[src/source/sync_cfg_pkg.sv]
package sync_cfg_pkg;

    ////////////////////
    // Datapath widths
    ////////////////////
    localparam int SAMPLE_W = 16;   // One real sample.
    localparam int METRIC_W = 32;   // Correlator metric.

    ////////////////////
    // Sync sequence
    ////////////////////
    localparam int PSS_LEN = 16;
    localparam logic [PSS_LEN-1:0] PSS_TAP_MASK = 16'hE6A1; // Set bit is +1.

    // Detector and tracking loop.
    localparam int WINDOW_LEN   = 8;    // Power of two.
    localparam int DETECT_SHIFT = 2;    // Threshold factor of 4.
    localparam int PERIOD_LEN   = 64;   // In decimated samples.
    localparam int PERIOD_TOL   = 2;
    localparam int MAX_MISSES   = 2;

endpackage

[src/source/sync_types_pkg.sv]
package sync_types_pkg;

    import sync_cfg_pkg::*;

    ////////////////////
    // Sample stream
    ////////////////////
    typedef logic signed [SAMPLE_W-1:0] sample_t;

    // Q sits in the upper half of the word.
    typedef struct packed {
        sample_t q;
        sample_t i;
    } iq_t;

    typedef logic [METRIC_W-1:0] metric_t;  // Unsigned magnitude.

    ////////////////////
    // Controller
    ////////////////////
    typedef enum logic {
        SEARCH = 1'b0,  // Waiting for a first peak.
        TRACK  = 1'b1   // Locked to the period.
    } sync_state_e;

endpackage

[src/source/sync_ctrl_if.sv]
interface sync_ctrl_if;

    logic detect_en;    // Level from the controller.
    logic peak;         // One-cycle pulse.
    logic timer_start;  // Restarts the count at zero.
    logic gate_open;    // Inside the expected-peak window.
    logic expired;      // Window passed without a peak.

    modport ctrl (output detect_en, output timer_start,
                  input  peak, input gate_open, input expired);
    modport det  (input  detect_en, output peak);
    modport tmr  (input  timer_start, output gate_open, output expired);

endinterface

[src/source/cic_decimator.sv]
module cic_decimator
    import sync_types_pkg::*;
#(
    parameter int DATA_W = sync_cfg_pkg::SAMPLE_W
) (
    input  logic    clk_i,
    input  logic    rst_i,
    input  sample_t in_data_i,
    input  logic    in_valid_i,
    output sample_t out_data_o,
    output logic    out_valid_o
);

    localparam int ACC_W = DATA_W + 3;  // Gain of 8 for N=3, R=2.

    logic signed [ACC_W-1:0] integ1, integ2, integ3;
    logic signed [ACC_W-1:0] integ1_nxt, integ2_nxt, integ3_nxt;
    logic signed [ACC_W-1:0] comb1_dly, comb2_dly, comb3_dly;
    logic signed [ACC_W-1:0] comb1, comb2, comb3;
    logic                    phase;     // High on the sample that is kept.

    ////////////////////
    // Integrators, combs
    ////////////////////
    always_comb begin
        integ1_nxt = integ1 + ACC_W'(in_data_i);
        integ2_nxt = integ2 + integ1_nxt;
        integ3_nxt = integ3 + integ2_nxt;
        // Differential delay of one output sample.
        comb1 = integ3_nxt - comb1_dly;
        comb2 = comb1 - comb2_dly;
        comb3 = comb2 - comb3_dly;
    end

    always_ff @(posedge clk_i) begin
        if (rst_i) begin
            integ1      <= '0;
            integ2      <= '0;
            integ3      <= '0;
            comb1_dly   <= '0;
            comb2_dly   <= '0;
            comb3_dly   <= '0;
            phase       <= 1'b0;
            out_valid_o <= 1'b0;
        end else begin
            out_valid_o <= 1'b0;
            if (in_valid_i) begin
                integ1 <= integ1_nxt;
                integ2 <= integ2_nxt;
                integ3 <= integ3_nxt;
                phase  <= ~phase;
                if (phase) begin
                    comb1_dly   <= integ3_nxt;
                    comb2_dly   <= comb1;
                    comb3_dly   <= comb2;
                    out_valid_o <= 1'b1;
                end
            end
        end
    end

    // Divide by the gain of 8.
    always_ff @(posedge clk_i) begin
        if (in_valid_i && phase) begin
            out_data_o <= comb3[ACC_W-1:3];
        end
    end

endmodule

[src/source/pss_correlator.sv]
module pss_correlator
    import sync_types_pkg::*;
#(
    parameter int                 PSS_LEN  = sync_cfg_pkg::PSS_LEN,
    parameter logic [PSS_LEN-1:0] TAP_MASK = sync_cfg_pkg::PSS_TAP_MASK
) (
    input  logic    clk_i,
    input  logic    rst_i,
    input  iq_t     in_data_i,
    input  logic    in_valid_i,
    output metric_t metric_o,
    output logic    metric_valid_o
);

    // Room for PSS_LEN full-scale samples of either sign.
    localparam int ACC_W = $bits(sample_t) + $clog2(PSS_LEN) + 1;

    sample_t                 hist_i [PSS_LEN-1];
    sample_t                 hist_q [PSS_LEN-1];
    sample_t                 win_i  [PSS_LEN];
    sample_t                 win_q  [PSS_LEN];
    logic signed [ACC_W-1:0] sum_i, sum_q;
    logic signed [ACC_W-1:0] acc_i, acc_q;
    logic        [ACC_W-1:0] abs_i, abs_q;
    logic                    stage1_valid;

    // Newest sample is tap 0.
    always_comb begin
        win_i[0] = in_data_i.i;
        win_q[0] = in_data_i.q;
        for (int k = 1; k < PSS_LEN; k++) begin
            win_i[k] = hist_i[k-1];
            win_q[k] = hist_q[k-1];
        end
    end

    always_comb begin
        sum_i = '0;
        sum_q = '0;
        for (int k = 0; k < PSS_LEN; k++) begin
            if (TAP_MASK[k]) begin
                sum_i = sum_i + win_i[k];
                sum_q = sum_q + win_q[k];
            end else begin
                sum_i = sum_i - win_i[k];
                sum_q = sum_q - win_q[k];
            end
        end
    end

    ////////////////////
    // Stage one
    ////////////////////
    always_ff @(posedge clk_i) begin
        if (rst_i) begin
            for (int k = 0; k < PSS_LEN - 1; k++) begin
                hist_i[k] <= '0;
                hist_q[k] <= '0;
            end
            stage1_valid <= 1'b0;
        end else begin
            stage1_valid <= in_valid_i;
            if (in_valid_i) begin
                hist_i[0] <= in_data_i.i;
                hist_q[0] <= in_data_i.q;
                for (int k = 1; k < PSS_LEN - 1; k++) begin
                    hist_i[k] <= hist_i[k-1];
                    hist_q[k] <= hist_q[k-1];
                end
            end
        end
    end

    always_ff @(posedge clk_i) begin
        if (in_valid_i) begin
            acc_i <= sum_i;
            acc_q <= sum_q;
        end
    end

    ////////////////////
    // Stage two
    ////////////////////
    assign abs_i = acc_i[ACC_W-1] ? -acc_i : acc_i;
    assign abs_q = acc_q[ACC_W-1] ? -acc_q : acc_q;

    always_ff @(posedge clk_i) begin
        if (rst_i) begin
            metric_valid_o <= 1'b0;
        end else begin
            metric_valid_o <= stage1_valid;
        end
    end

    always_ff @(posedge clk_i) begin
        if (stage1_valid) begin
            metric_o <= metric_t'(abs_i) + metric_t'(abs_q);
        end
    end

endmodule

[src/source/peak_detector.sv]
module peak_detector
    import sync_types_pkg::*;
#(
    parameter int WINDOW_LEN   = sync_cfg_pkg::WINDOW_LEN,
    parameter int DETECT_SHIFT = sync_cfg_pkg::DETECT_SHIFT
) (
    input  logic     clk_i,
    input  logic     rst_i,
    input  metric_t  metric_i,
    input  logic     metric_valid_i,
    input  metric_t  noise_limit_i,
    sync_ctrl_if.det ctrl
);

    localparam int WIN_AW = $clog2(WINDOW_LEN);
    localparam int SUM_W  = $bits(metric_t) + WIN_AW;
    localparam int THR_W  = $bits(metric_t) + DETECT_SHIFT;

    metric_t           win_buf [WINDOW_LEN];
    logic [WIN_AW-1:0] wr_ptr;      // Oldest entry once full.
    logic [WIN_AW:0]   fill_cnt;
    logic [SUM_W-1:0]  win_sum;
    metric_t           average;
    logic [THR_W-1:0]  threshold;
    logic              win_full;
    logic              hit;

    assign win_full  = (fill_cnt == (WIN_AW + 1)'(WINDOW_LEN));
    assign average   = metric_t'(win_sum >> WIN_AW);
    assign threshold = THR_W'(average) << DETECT_SHIFT;

    // Current metric is not part of its own average.
    assign hit = ctrl.detect_en && win_full
              && (metric_i > noise_limit_i)
              && (THR_W'(metric_i) > threshold);

    always_ff @(posedge clk_i) begin
        if (rst_i) begin
            wr_ptr    <= '0;
            fill_cnt  <= '0;
            win_sum   <= '0;
            ctrl.peak <= 1'b0;
        end else begin
            ctrl.peak <= metric_valid_i && hit;
            if (metric_valid_i) begin
                wr_ptr <= wr_ptr + 1'b1;
                if (win_full) begin
                    win_sum <= win_sum - SUM_W'(win_buf[wr_ptr]) + SUM_W'(metric_i);
                end else begin
                    win_sum  <= win_sum + SUM_W'(metric_i);
                    fill_cnt <= fill_cnt + 1'b1;
                end
            end
        end
    end

    always_ff @(posedge clk_i) begin
        if (metric_valid_i) begin
            win_buf[wr_ptr] <= metric_i;
        end
    end

endmodule

[src/source/period_timer.sv]
module period_timer #(
    parameter int PERIOD_LEN = sync_cfg_pkg::PERIOD_LEN,
    parameter int PERIOD_TOL = sync_cfg_pkg::PERIOD_TOL
) (
    input  logic     clk_i,
    input  logic     rst_i,
    input  logic     tick_i,
    sync_ctrl_if.tmr ctrl
);

    localparam int GATE_LO = PERIOD_LEN - PERIOD_TOL;
    localparam int GATE_HI = PERIOD_LEN + PERIOD_TOL;
    localparam int CNT_W   = $clog2(GATE_HI + 1);

    logic [CNT_W-1:0] count;
    logic             running;

    assign ctrl.gate_open = running && (count >= CNT_W'(GATE_LO))
                         && (count <= CNT_W'(GATE_HI));

    always_ff @(posedge clk_i) begin
        if (rst_i) begin
            count        <= '0;
            running      <= 1'b0;
            ctrl.expired <= 1'b0;
        end else begin
            ctrl.expired <= 1'b0;
            if (ctrl.timer_start) begin
                count   <= '0;
                running <= 1'b1;
            end else if (running && tick_i) begin
                if (count == CNT_W'(GATE_HI)) begin
                    running      <= 1'b0;   // Idle until restarted.
                    ctrl.expired <= 1'b1;
                end else begin
                    count <= count + 1'b1;
                end
            end
        end
    end

endmodule

[src/source/sync_fsm.sv]
module sync_fsm
    import sync_types_pkg::*;
#(
    parameter int MAX_MISSES = sync_cfg_pkg::MAX_MISSES
) (
    input  logic      clk_i,
    input  logic      rst_i,
    sync_ctrl_if.ctrl ctrl,
    output logic      peak_detected_o,
    output logic      locked_o
);

    localparam int MISS_W = $clog2(MAX_MISSES + 1);

    sync_state_e       state;
    logic [MISS_W-1:0] misses;

    // While tracking, only peaks inside the gate count.
    assign ctrl.detect_en   = (state == SEARCH) ? 1'b1 : ctrl.gate_open;
    assign locked_o         = (state == TRACK);
    assign peak_detected_o  = ctrl.peak;

    always_ff @(posedge clk_i) begin
        if (rst_i) begin
            state            <= SEARCH;
            misses           <= '0;
            ctrl.timer_start <= 1'b0;
        end else begin
            ctrl.timer_start <= 1'b0;
            case (state)
                SEARCH: begin
                    if (ctrl.peak) begin
                        state            <= TRACK;
                        misses           <= '0;
                        ctrl.timer_start <= 1'b1;
                    end
                end
                TRACK: begin
                    if (ctrl.peak) begin
                        misses           <= '0;
                        ctrl.timer_start <= 1'b1;
                    end else if (ctrl.expired) begin
                        if (misses == MISS_W'(MAX_MISSES - 1)) begin
                            state  <= SEARCH;   // Lock lost.
                            misses <= '0;
                        end else begin
                            misses           <= misses + 1'b1;
                            ctrl.timer_start <= 1'b1;
                        end
                    end
                end
                default: state <= SEARCH;
            endcase
        end
    end

endmodule

[src/source/pss_sync_top.sv]
module pss_sync_top
    import sync_types_pkg::*;
#(
    parameter int                 DATA_W       = sync_cfg_pkg::SAMPLE_W,
    parameter int                 PSS_LEN      = sync_cfg_pkg::PSS_LEN,
    parameter logic [PSS_LEN-1:0] TAP_MASK     = sync_cfg_pkg::PSS_TAP_MASK,
    parameter int                 WINDOW_LEN   = sync_cfg_pkg::WINDOW_LEN,
    parameter int                 DETECT_SHIFT = sync_cfg_pkg::DETECT_SHIFT,
    parameter int                 PERIOD_LEN   = sync_cfg_pkg::PERIOD_LEN,
    parameter int                 PERIOD_TOL   = sync_cfg_pkg::PERIOD_TOL,
    parameter int                 MAX_MISSES   = sync_cfg_pkg::MAX_MISSES
) (
    input  logic    clk_i,
    input  logic    rst_i,
    input  iq_t     in_data_i,
    input  logic    in_valid_i,
    input  metric_t noise_limit_i,
    output iq_t     dec_data_o,
    output logic    dec_valid_o,
    output metric_t metric_o,
    output logic    metric_valid_o,
    output logic    peak_detected_o,
    output logic    locked_o
);

    sample_t dec_i, dec_q;

    sync_ctrl_if ctrl_bus ();

    ////////////////////
    // Decimation
    ////////////////////
    cic_decimator #(.DATA_W(DATA_W)) u_cic_i (
        .clk_i, .rst_i, .in_data_i(in_data_i.i), .in_valid_i,
        .out_data_o(dec_i), .out_valid_o(dec_valid_o)
    );

    // Same strobe as the I channel.
    cic_decimator #(.DATA_W(DATA_W)) u_cic_q (
        .clk_i, .rst_i, .in_data_i(in_data_i.q), .in_valid_i,
        .out_data_o(dec_q), .out_valid_o()
    );

    assign dec_data_o.i = dec_i;
    assign dec_data_o.q = dec_q;

    ////////////////////
    // Detection and lock
    ////////////////////
    pss_correlator #(.PSS_LEN(PSS_LEN), .TAP_MASK(TAP_MASK)) u_corr (
        .clk_i, .rst_i, .in_data_i(dec_data_o), .in_valid_i(dec_valid_o),
        .metric_o, .metric_valid_o
    );

    peak_detector #(.WINDOW_LEN(WINDOW_LEN), .DETECT_SHIFT(DETECT_SHIFT)) u_det (
        .clk_i, .rst_i, .metric_i(metric_o), .metric_valid_i(metric_valid_o),
        .noise_limit_i, .ctrl(ctrl_bus)
    );

    period_timer #(.PERIOD_LEN(PERIOD_LEN), .PERIOD_TOL(PERIOD_TOL)) u_tmr (
        .clk_i, .rst_i, .tick_i(dec_valid_o), .ctrl(ctrl_bus)
    );

    sync_fsm #(.MAX_MISSES(MAX_MISSES)) u_fsm (
        .clk_i, .rst_i, .ctrl(ctrl_bus), .peak_detected_o, .locked_o
    );

endmodule

[config.mk]
export PLATFORM = sky130hd
export DESIGN_NAME = pss_sync_top
export DESIGN_NICKNAME = d
export VERILOG_FILES = /design/src/source/sync_cfg_pkg.sv /design/src/source/sync_types_pkg.sv /design/src/source/sync_ctrl_if.sv /design/src/source/cic_decimator.sv /design/src/source/pss_correlator.sv /design/src/source/peak_detector.sv /design/src/source/period_timer.sv /design/src/source/sync_fsm.sv /design/src/source/pss_sync_top.sv
export SDC_FILE = /design/constraint.sdc
export NUM_CORES = 2
export LEC_CHECK = 0
export BUFFER_PORTS_ARGS = -buffer_cell sky130_fd_sc_hd__buf_4
export CAP_MARGIN = 30
export CORE_ASPECT_RATIO = 1.25
export CORE_MARGIN = 2
export CORE_UTILIZATION = 60
export CTS_BUF_LIST = sky130_fd_sc_hd__clkbuf_8
export DETAILED_ROUTE_END_ITERATION = 16
export PLACE_DENSITY = 0.8
export SLEW_MARGIN = 25
export SYNTH_ARGS = -nofsm -noshare
export SYNTH_HDL_FRONTEND = slang
export SYNTH_HIERARCHICAL = 1
export SYNTH_SLANG_ARGS = --single-unit
[constraint.sdc]
create_clock -name clk_i -period 9.5 [get_ports clk_i]
set_clock_uncertainty 0.2 [all_clocks]
set_input_delay 1.9 -clock clk_i [delete_from_list [all_inputs] [get_ports clk_i]]
set_output_delay 1.9 -clock clk_i [all_outputs]
set_load 0.005 [all_outputs]
-- Yosys cells after proc, flatten, opt, wreduce, memory -nomap -nowiden
Memory sizes are Yosys's and may differ from the RTL's. A register that Yosys moved wholly into a read port is not among the register bits.
Cells that the tools add are included.
- register bits after elaboration: 395
- bits in latches: 0
- logic and storage cells: 214
- RAM bits: 736
- memories kept: 3
- memory bits (read-only): 0
- memory list (name ; depth ; bits a word ; read ports ; clocked after Yosys merged registers in ; wr ports ; line ; source):
    u_det.win_buf ; 8 ; 32 ; 1 ; 1 ; 1 ; peak_detector.sv:19 ; metric_t win_buf [WINDOW_LEN];
    u_corr.hist_i ; 15 ; 16 ; 15 ; 0 ; 15 ; pss_correlator.sv:18 ; sample_t hist_i [PSS_LEN-1];
    u_corr.hist_q ; 15 ; 16 ; 15 ; 0 ; 15 ; pss_correlator.sv:19 ; sample_t hist_q [PSS_LEN-1];
- equality and inequality tests: 5
- mux-type cells: 61
- bitwise gates (word level): 37
- magnitude comparators: 4
- reduce and logical (&&, ||, !) cells: 20
- multipliers: 0
- add/sub/neg operators: 52
- shifts and indexed selects: 0
- div/mod/pow operators: 0
- operator list (operator ; count):
    16-bit two-way mux ; 30
    21-bit by 16-bit adder with 21-bit output ; 14
    21-bit by 16-bit subtractor with 21-bit output ; 12
    19-bit subtractor ; 6
    19-bit adder ; 4
    35-bit by 32-bit adder with 35-bit output ; 2
    21-bit two-way mux ; 2
    21-bit negation ; 2
    19-bit by 16-bit adder with 19-bit output ; 2
    17-bit by 16-bit subtractor with 18-bit output ; 2
    35-bit two-way mux ; 1
    35-bit by 32-bit subtractor with 35-bit output ; 1
    32-bit by 34-bit > comparator with 1-bit output ; 1
    16-bit by 16-bit subtractor with 17-bit output ; 2
    32-bit > comparator ; 1
    1-bit OR ; 30
    21-bit by 21-bit adder with 22-bit output ; 1
    1-bit two-way mux ; 19
    2-bit AND reduction ; 6
    1-bit logical AND ; 9
    2-bit two-way mux ; 4
    7-bit by 1-bit adder with 7-bit output, second input constant ; 1
    7-bit == test, second input constant ; 1
    7-bit by 6-bit greater-or-equal comparator with 1-bit output, second input constant ; 1
    15 further kinds ; 25

-- Depth between registers and ports, before layout
An unclocked memory read counts as a cell.
- depth after elaboration: 16
- depth in mapped cells: 42

-- Hierarchy
Netlist, hierarchy kept.
- modules (own cells, without submodules) (module ; area an instance (µm²) ; times used ; seq. area each (µm²) ; cells each):
    pss_correlator ; 35412.7 ; 1 ; 16375.7 ; 2826
    peak_detector ; 17514.3 ; 1 ; 8608.3 ; 1445
    cic_decimator at u_cic_i ; 9489.1 ; 1 ; 2802.7 ; 1152
    cic_decimator at u_cic_q ; 9243.9 ; 1 ; 2802.7 ; 1116
    period_timer ; 459.2 ; 1 ; 180.2 ; 55
    sync_fsm ; 166.4 ; 1 ; 80.1 ; 18

-- Worst setup path before layout
Ideal clock, no wire load.
- path kind: input port to flip-flop
- from: input rst_i
- to: memory u_corr/hist_i[0][0] in the netlist's numbering (enable)
- arrival time: 8.204 ns
- data required time: 8.653 ns
- path buffers: 2
- stages on the path: 3
- slack: 0.449 ns
- cell sequence: clkbuf_1 > clkbuf_1 > or2_2
- RTL lines (item ; line ; source):
    start: declaration ; pss_sync_top.sv:14 ; input logic rst_i,
    end: declaration ; pss_correlator.sv:18 ;

-- Worst setup path after layout
- from: input in_data_i[0] in the netlist's numbering
- to: register u_cic_i.out_data_o[15] (data pin)
- cells in the longest elaborated chain, start to end: 6
- ends and longest elaborated chain (item ; line ; source):
    start: declaration ; pss_sync_top.sv:15 ; input iq_t in_data_i,
    19-bit by 16-bit adder with 19-bit output ; cic_decimator.sv:26 ; integ1_nxt = integ1 + ACC_W'(in_data_i);
    via u_cic_i.integ1_nxt[8] ; cic_decimator.sv:17 ; logic signed [ACC_W-1:0] integ1_nxt, integ2_nxt, integ3_nxt;
    19-bit adder ; cic_decimator.sv:27 ; integ2_nxt = integ2 + integ1_nxt;
    via u_cic_i.integ2_nxt[12] ; cic_decimator.sv:17 ;
    19-bit adder ; cic_decimator.sv:28 ; integ3_nxt = integ3 + integ2_nxt;
    via u_cic_i.integ3_nxt[13] ; cic_decimator.sv:17 ;
    19-bit subtractor ; cic_decimator.sv:30 ; comb1 = integ3_nxt - comb1_dly;
    via u_cic_i.comb1[13] ; cic_decimator.sv:19 ; logic signed [ACC_W-1:0] comb1, comb2, comb3;
    19-bit subtractor ; cic_decimator.sv:31 ; comb2 = comb1 - comb2_dly;
    via u_cic_i.comb2[15] ; cic_decimator.sv:19 ;
    19-bit subtractor ; cic_decimator.sv:32 ; comb3 = comb2 - comb3_dly;
    via u_cic_i.comb3[18] ; cic_decimator.sv:19 ;
    end signal: assignment ; cic_decimator.sv:65 ; out_data_o <= comb3[ACC_W-1:3];
    end: declaration ; cic_decimator.sv:10 ; output sample_t out_data_o,
The timed path passes the listed nets, and every way through them passes these cells.
A chain may end at the register's enable or synchronous reset.

==> summary.md <==
| Metric | Value |
|---|---|
| Yosys warns | `6` |
| Final hold vios | `0` |
| Row count | `142` |
| CORE AREA | `about 0.12 mm^2` |
| Vias in the first global route | `50230` |
| Crit. End Element | `register` |
| Slew @ Worst Pin | `just over 1 ns` |
| Post-Syn Area | `0.07227 mm^2` |
| WL met3 | `roughly 6500 um` |
| R2r worst-path depth | `36` |
| Die X | `around 310 um` |
| Routed met2 length | `between 80000 and 90000 um` |
| Crit path from | `in_data_i[0]` |
| Hold path startpoint | `u_cic_q/comb2_dly[6]$_SDFFE_PP0P_` |
| CP max stage cell | `fa_1` |
| Final Util | `between 60% and 70%` |
| P&R area growth vs syn | `9.382%` |
| Synth Instances | `6611` |
| TritonCTS clock tree | `built` |
| # Max-Cap Violations | `0` |
| Path type of the worst setup path | `in2reg` |
| Largest net degree at the start of global routing | `322` |
| DRT antenna net count | `0` |
| Layout cells sized above 1 | `9.318%` |
| Post-DP HPWL | `about 110000 um` |
| Global Route Usage Sum | `between 20% and 30%` |
| Number of H-tree levels | `4` |
| Worst-path clk slew | `0.06 ns` |
| CP max FO | `4` |
| CP startpoint kind | `input pin` |
| Worst r2r src | `u_cic_i/integ1[0]$_SDFFE_PP0P_` |
| Setup Fix Bufs, Post-CTS | `0` |
| Chip height | `a little under 400 um` |
| Routability cong. | `~0.91` |
| Count of final max-slew check failures | `0` |
| PortBufs | `approximately 120` |
| Total grt overflow | `0` |
| Clk buf depth | `3` |
| Clk root buf | `clkbuf_8` |
| Top routing layer in use | `met4` |
| Initial Utilization | `between 60% and 70%` |
| Number of I/O pins | `135` |
| DRT met1 WL | `~60000 um` |
| Outcome | `finished, final reports clean` |
| RSZ-0062 raised after global routing | `no` |
| Slew headroom | `about a third` |
| First-pass GRT wire length | `249500 um` |
| Drt drc | `0` |
| Final worst-path cycle share | `around 94%` |
| Crit-path most repeated cell | `ha_1` |
| Drt wl/cell | `between 15 and 20 um` |
| DRT Wirelength | `152700 um` |
| Achievable Freq | `0.1114 GHz` |
| HP Class | `reg2reg` |
| Die ar. | `around 0.12 mm^2` |
| Critical path required time | `9.94 ns` |
| # hold bufs at CTS | `0` |
| Clock tree sinks | `1124` |
| Initial DRC Count | `3361` |
| TritonCTS buffer count | `between 150 and 200` |
| Nets | `around 7900` |
| Final setup viols | `0` |
| Drt pass-1 iters | `9` |
| Post_cts resized | `0` |
| CP peak stage delay | `between 0.4 and 0.5 ns` |
| Final min period | `between 8 and 9 ns` |
| Hold Path Depth | `2` |
| Via/cell ratio | `between 5 and 6` |
| Clk_lat worst skew | `between 0.9 and 1 ns` |
| Initial antenna violation count | `2` |
| Syn Area/Cell | `~11 um^2` |
| CP arrival | `9.42 ns` |
| Vias | `~48000` |
## cells in the final DEF, fill, tap and decap left out, types with 13 or more instances in the layout
cell type  instances
mux4_2            64
inv_1           1209
and3_1            25
and2_1           331
a21o_1           123
nor4_1            13
o21a_1            57
nand2b_1          49
nand3b_1          13
o31ai_1           23
mux2_2            33
o21ai_0          165
nand2_1          354
or2_2             19
dfxtp_1          288
nor2b_1           68
clkinv_1          22
a21oi_1          368
edfxtp_1         832
a211oi_1          79
fa_1             521
xor2_1            88
o21bai_1          32
a31oi_1           50
xnor2_1          241
clkbuf_8         201
or3_1             19
mux2i_1           99
ha_1             427
nand4_1           42
nor3_1            65
buf_4            235
o211ai_1          20
a21boi_0          19
nor2_1           473
nand3_1           64
## per-stage QoR
stage / instance area (um^2) / cells / hold WS [ns] / setup TNS (ns) / worst slack, ns
6_report: 79050 / 8583 / 0.2519 / 0 / 0.5233
5_1_grt: 79050 / 8583 / 0.2736 / 0 / 0.05088
4_1_cts: 78980 / 8579 / 0.2523 / 0 / 0.6621
3_5_place_dp: 75530 / 8257 / 0.2426 / -0.3395 / -0.1952
3_3_place_gp: 75470 / 8254 / 0.2220 / -0.004953 / -0.004953
2_1_floorplan: 72300 / 6620 / 0.2148 / 0 / 0.4493
## layout make-up
class                           count  area [um^2]
Fill cell                        8804        40700
Multi-Input combinational cell   4166        36510
Sequential cell                  1124        30840
Inverter                         1139         4275
Clock buffer                      201         2766
Timing Repair Buffer              246         1986
Tap cell                         1584         1982
Clock inverter                    121        683.2
Antenna cell                        2        5.005
## flip-flops by register name, summed over array words and instances (netlist names), 21 cells and up, named ones only
name	count
u_det/win_buf	256
u_corr/metric_o	22
u_det/win_sum	35
u_corr/acc_i	21
u_corr/acc_q	21
u_corr/hist_i	240
u_corr/hist_q	240
## layer usage
layer | vias to the layer above | global-route usage [%]
met5 | - | 0
met4 | 0 | 10.09
met1 | 23581 | 29.45
li1 | 22712 | -
met2 | 1192 | 46.45
met3 | 326 | 3.531
## worst paths after layout
check	end	slack (ns)
setup reg to reg	u_cic_i/out_data_o[15]$_DFFE_PP_	1.24
hold reg to reg	u_cic_q/comb2_dly[6]$_SDFFE_PP0P_	0.25
setup / recovery	u_cic_i/out_data_o[15]$_DFFE_PP_	0.52
hold / removal	u_cic_q/comb2_dly[6]$_SDFFE_PP0P_	0.25
## worst max-delay path, delay by kind of cell
family,cells,cell delay (ns)
AOI/OAI and AO/OA,16,3.04
and+or+nand+nor,6,1.27
buffers and inverters,4,0.44
xor gates and xnor gates,4,0.64
adders and majority gates,7,2.14
Power is left out: the tool's default activity adds up to more than one toggle a clock period on the data nets, which glitch-free logic cannot reach.
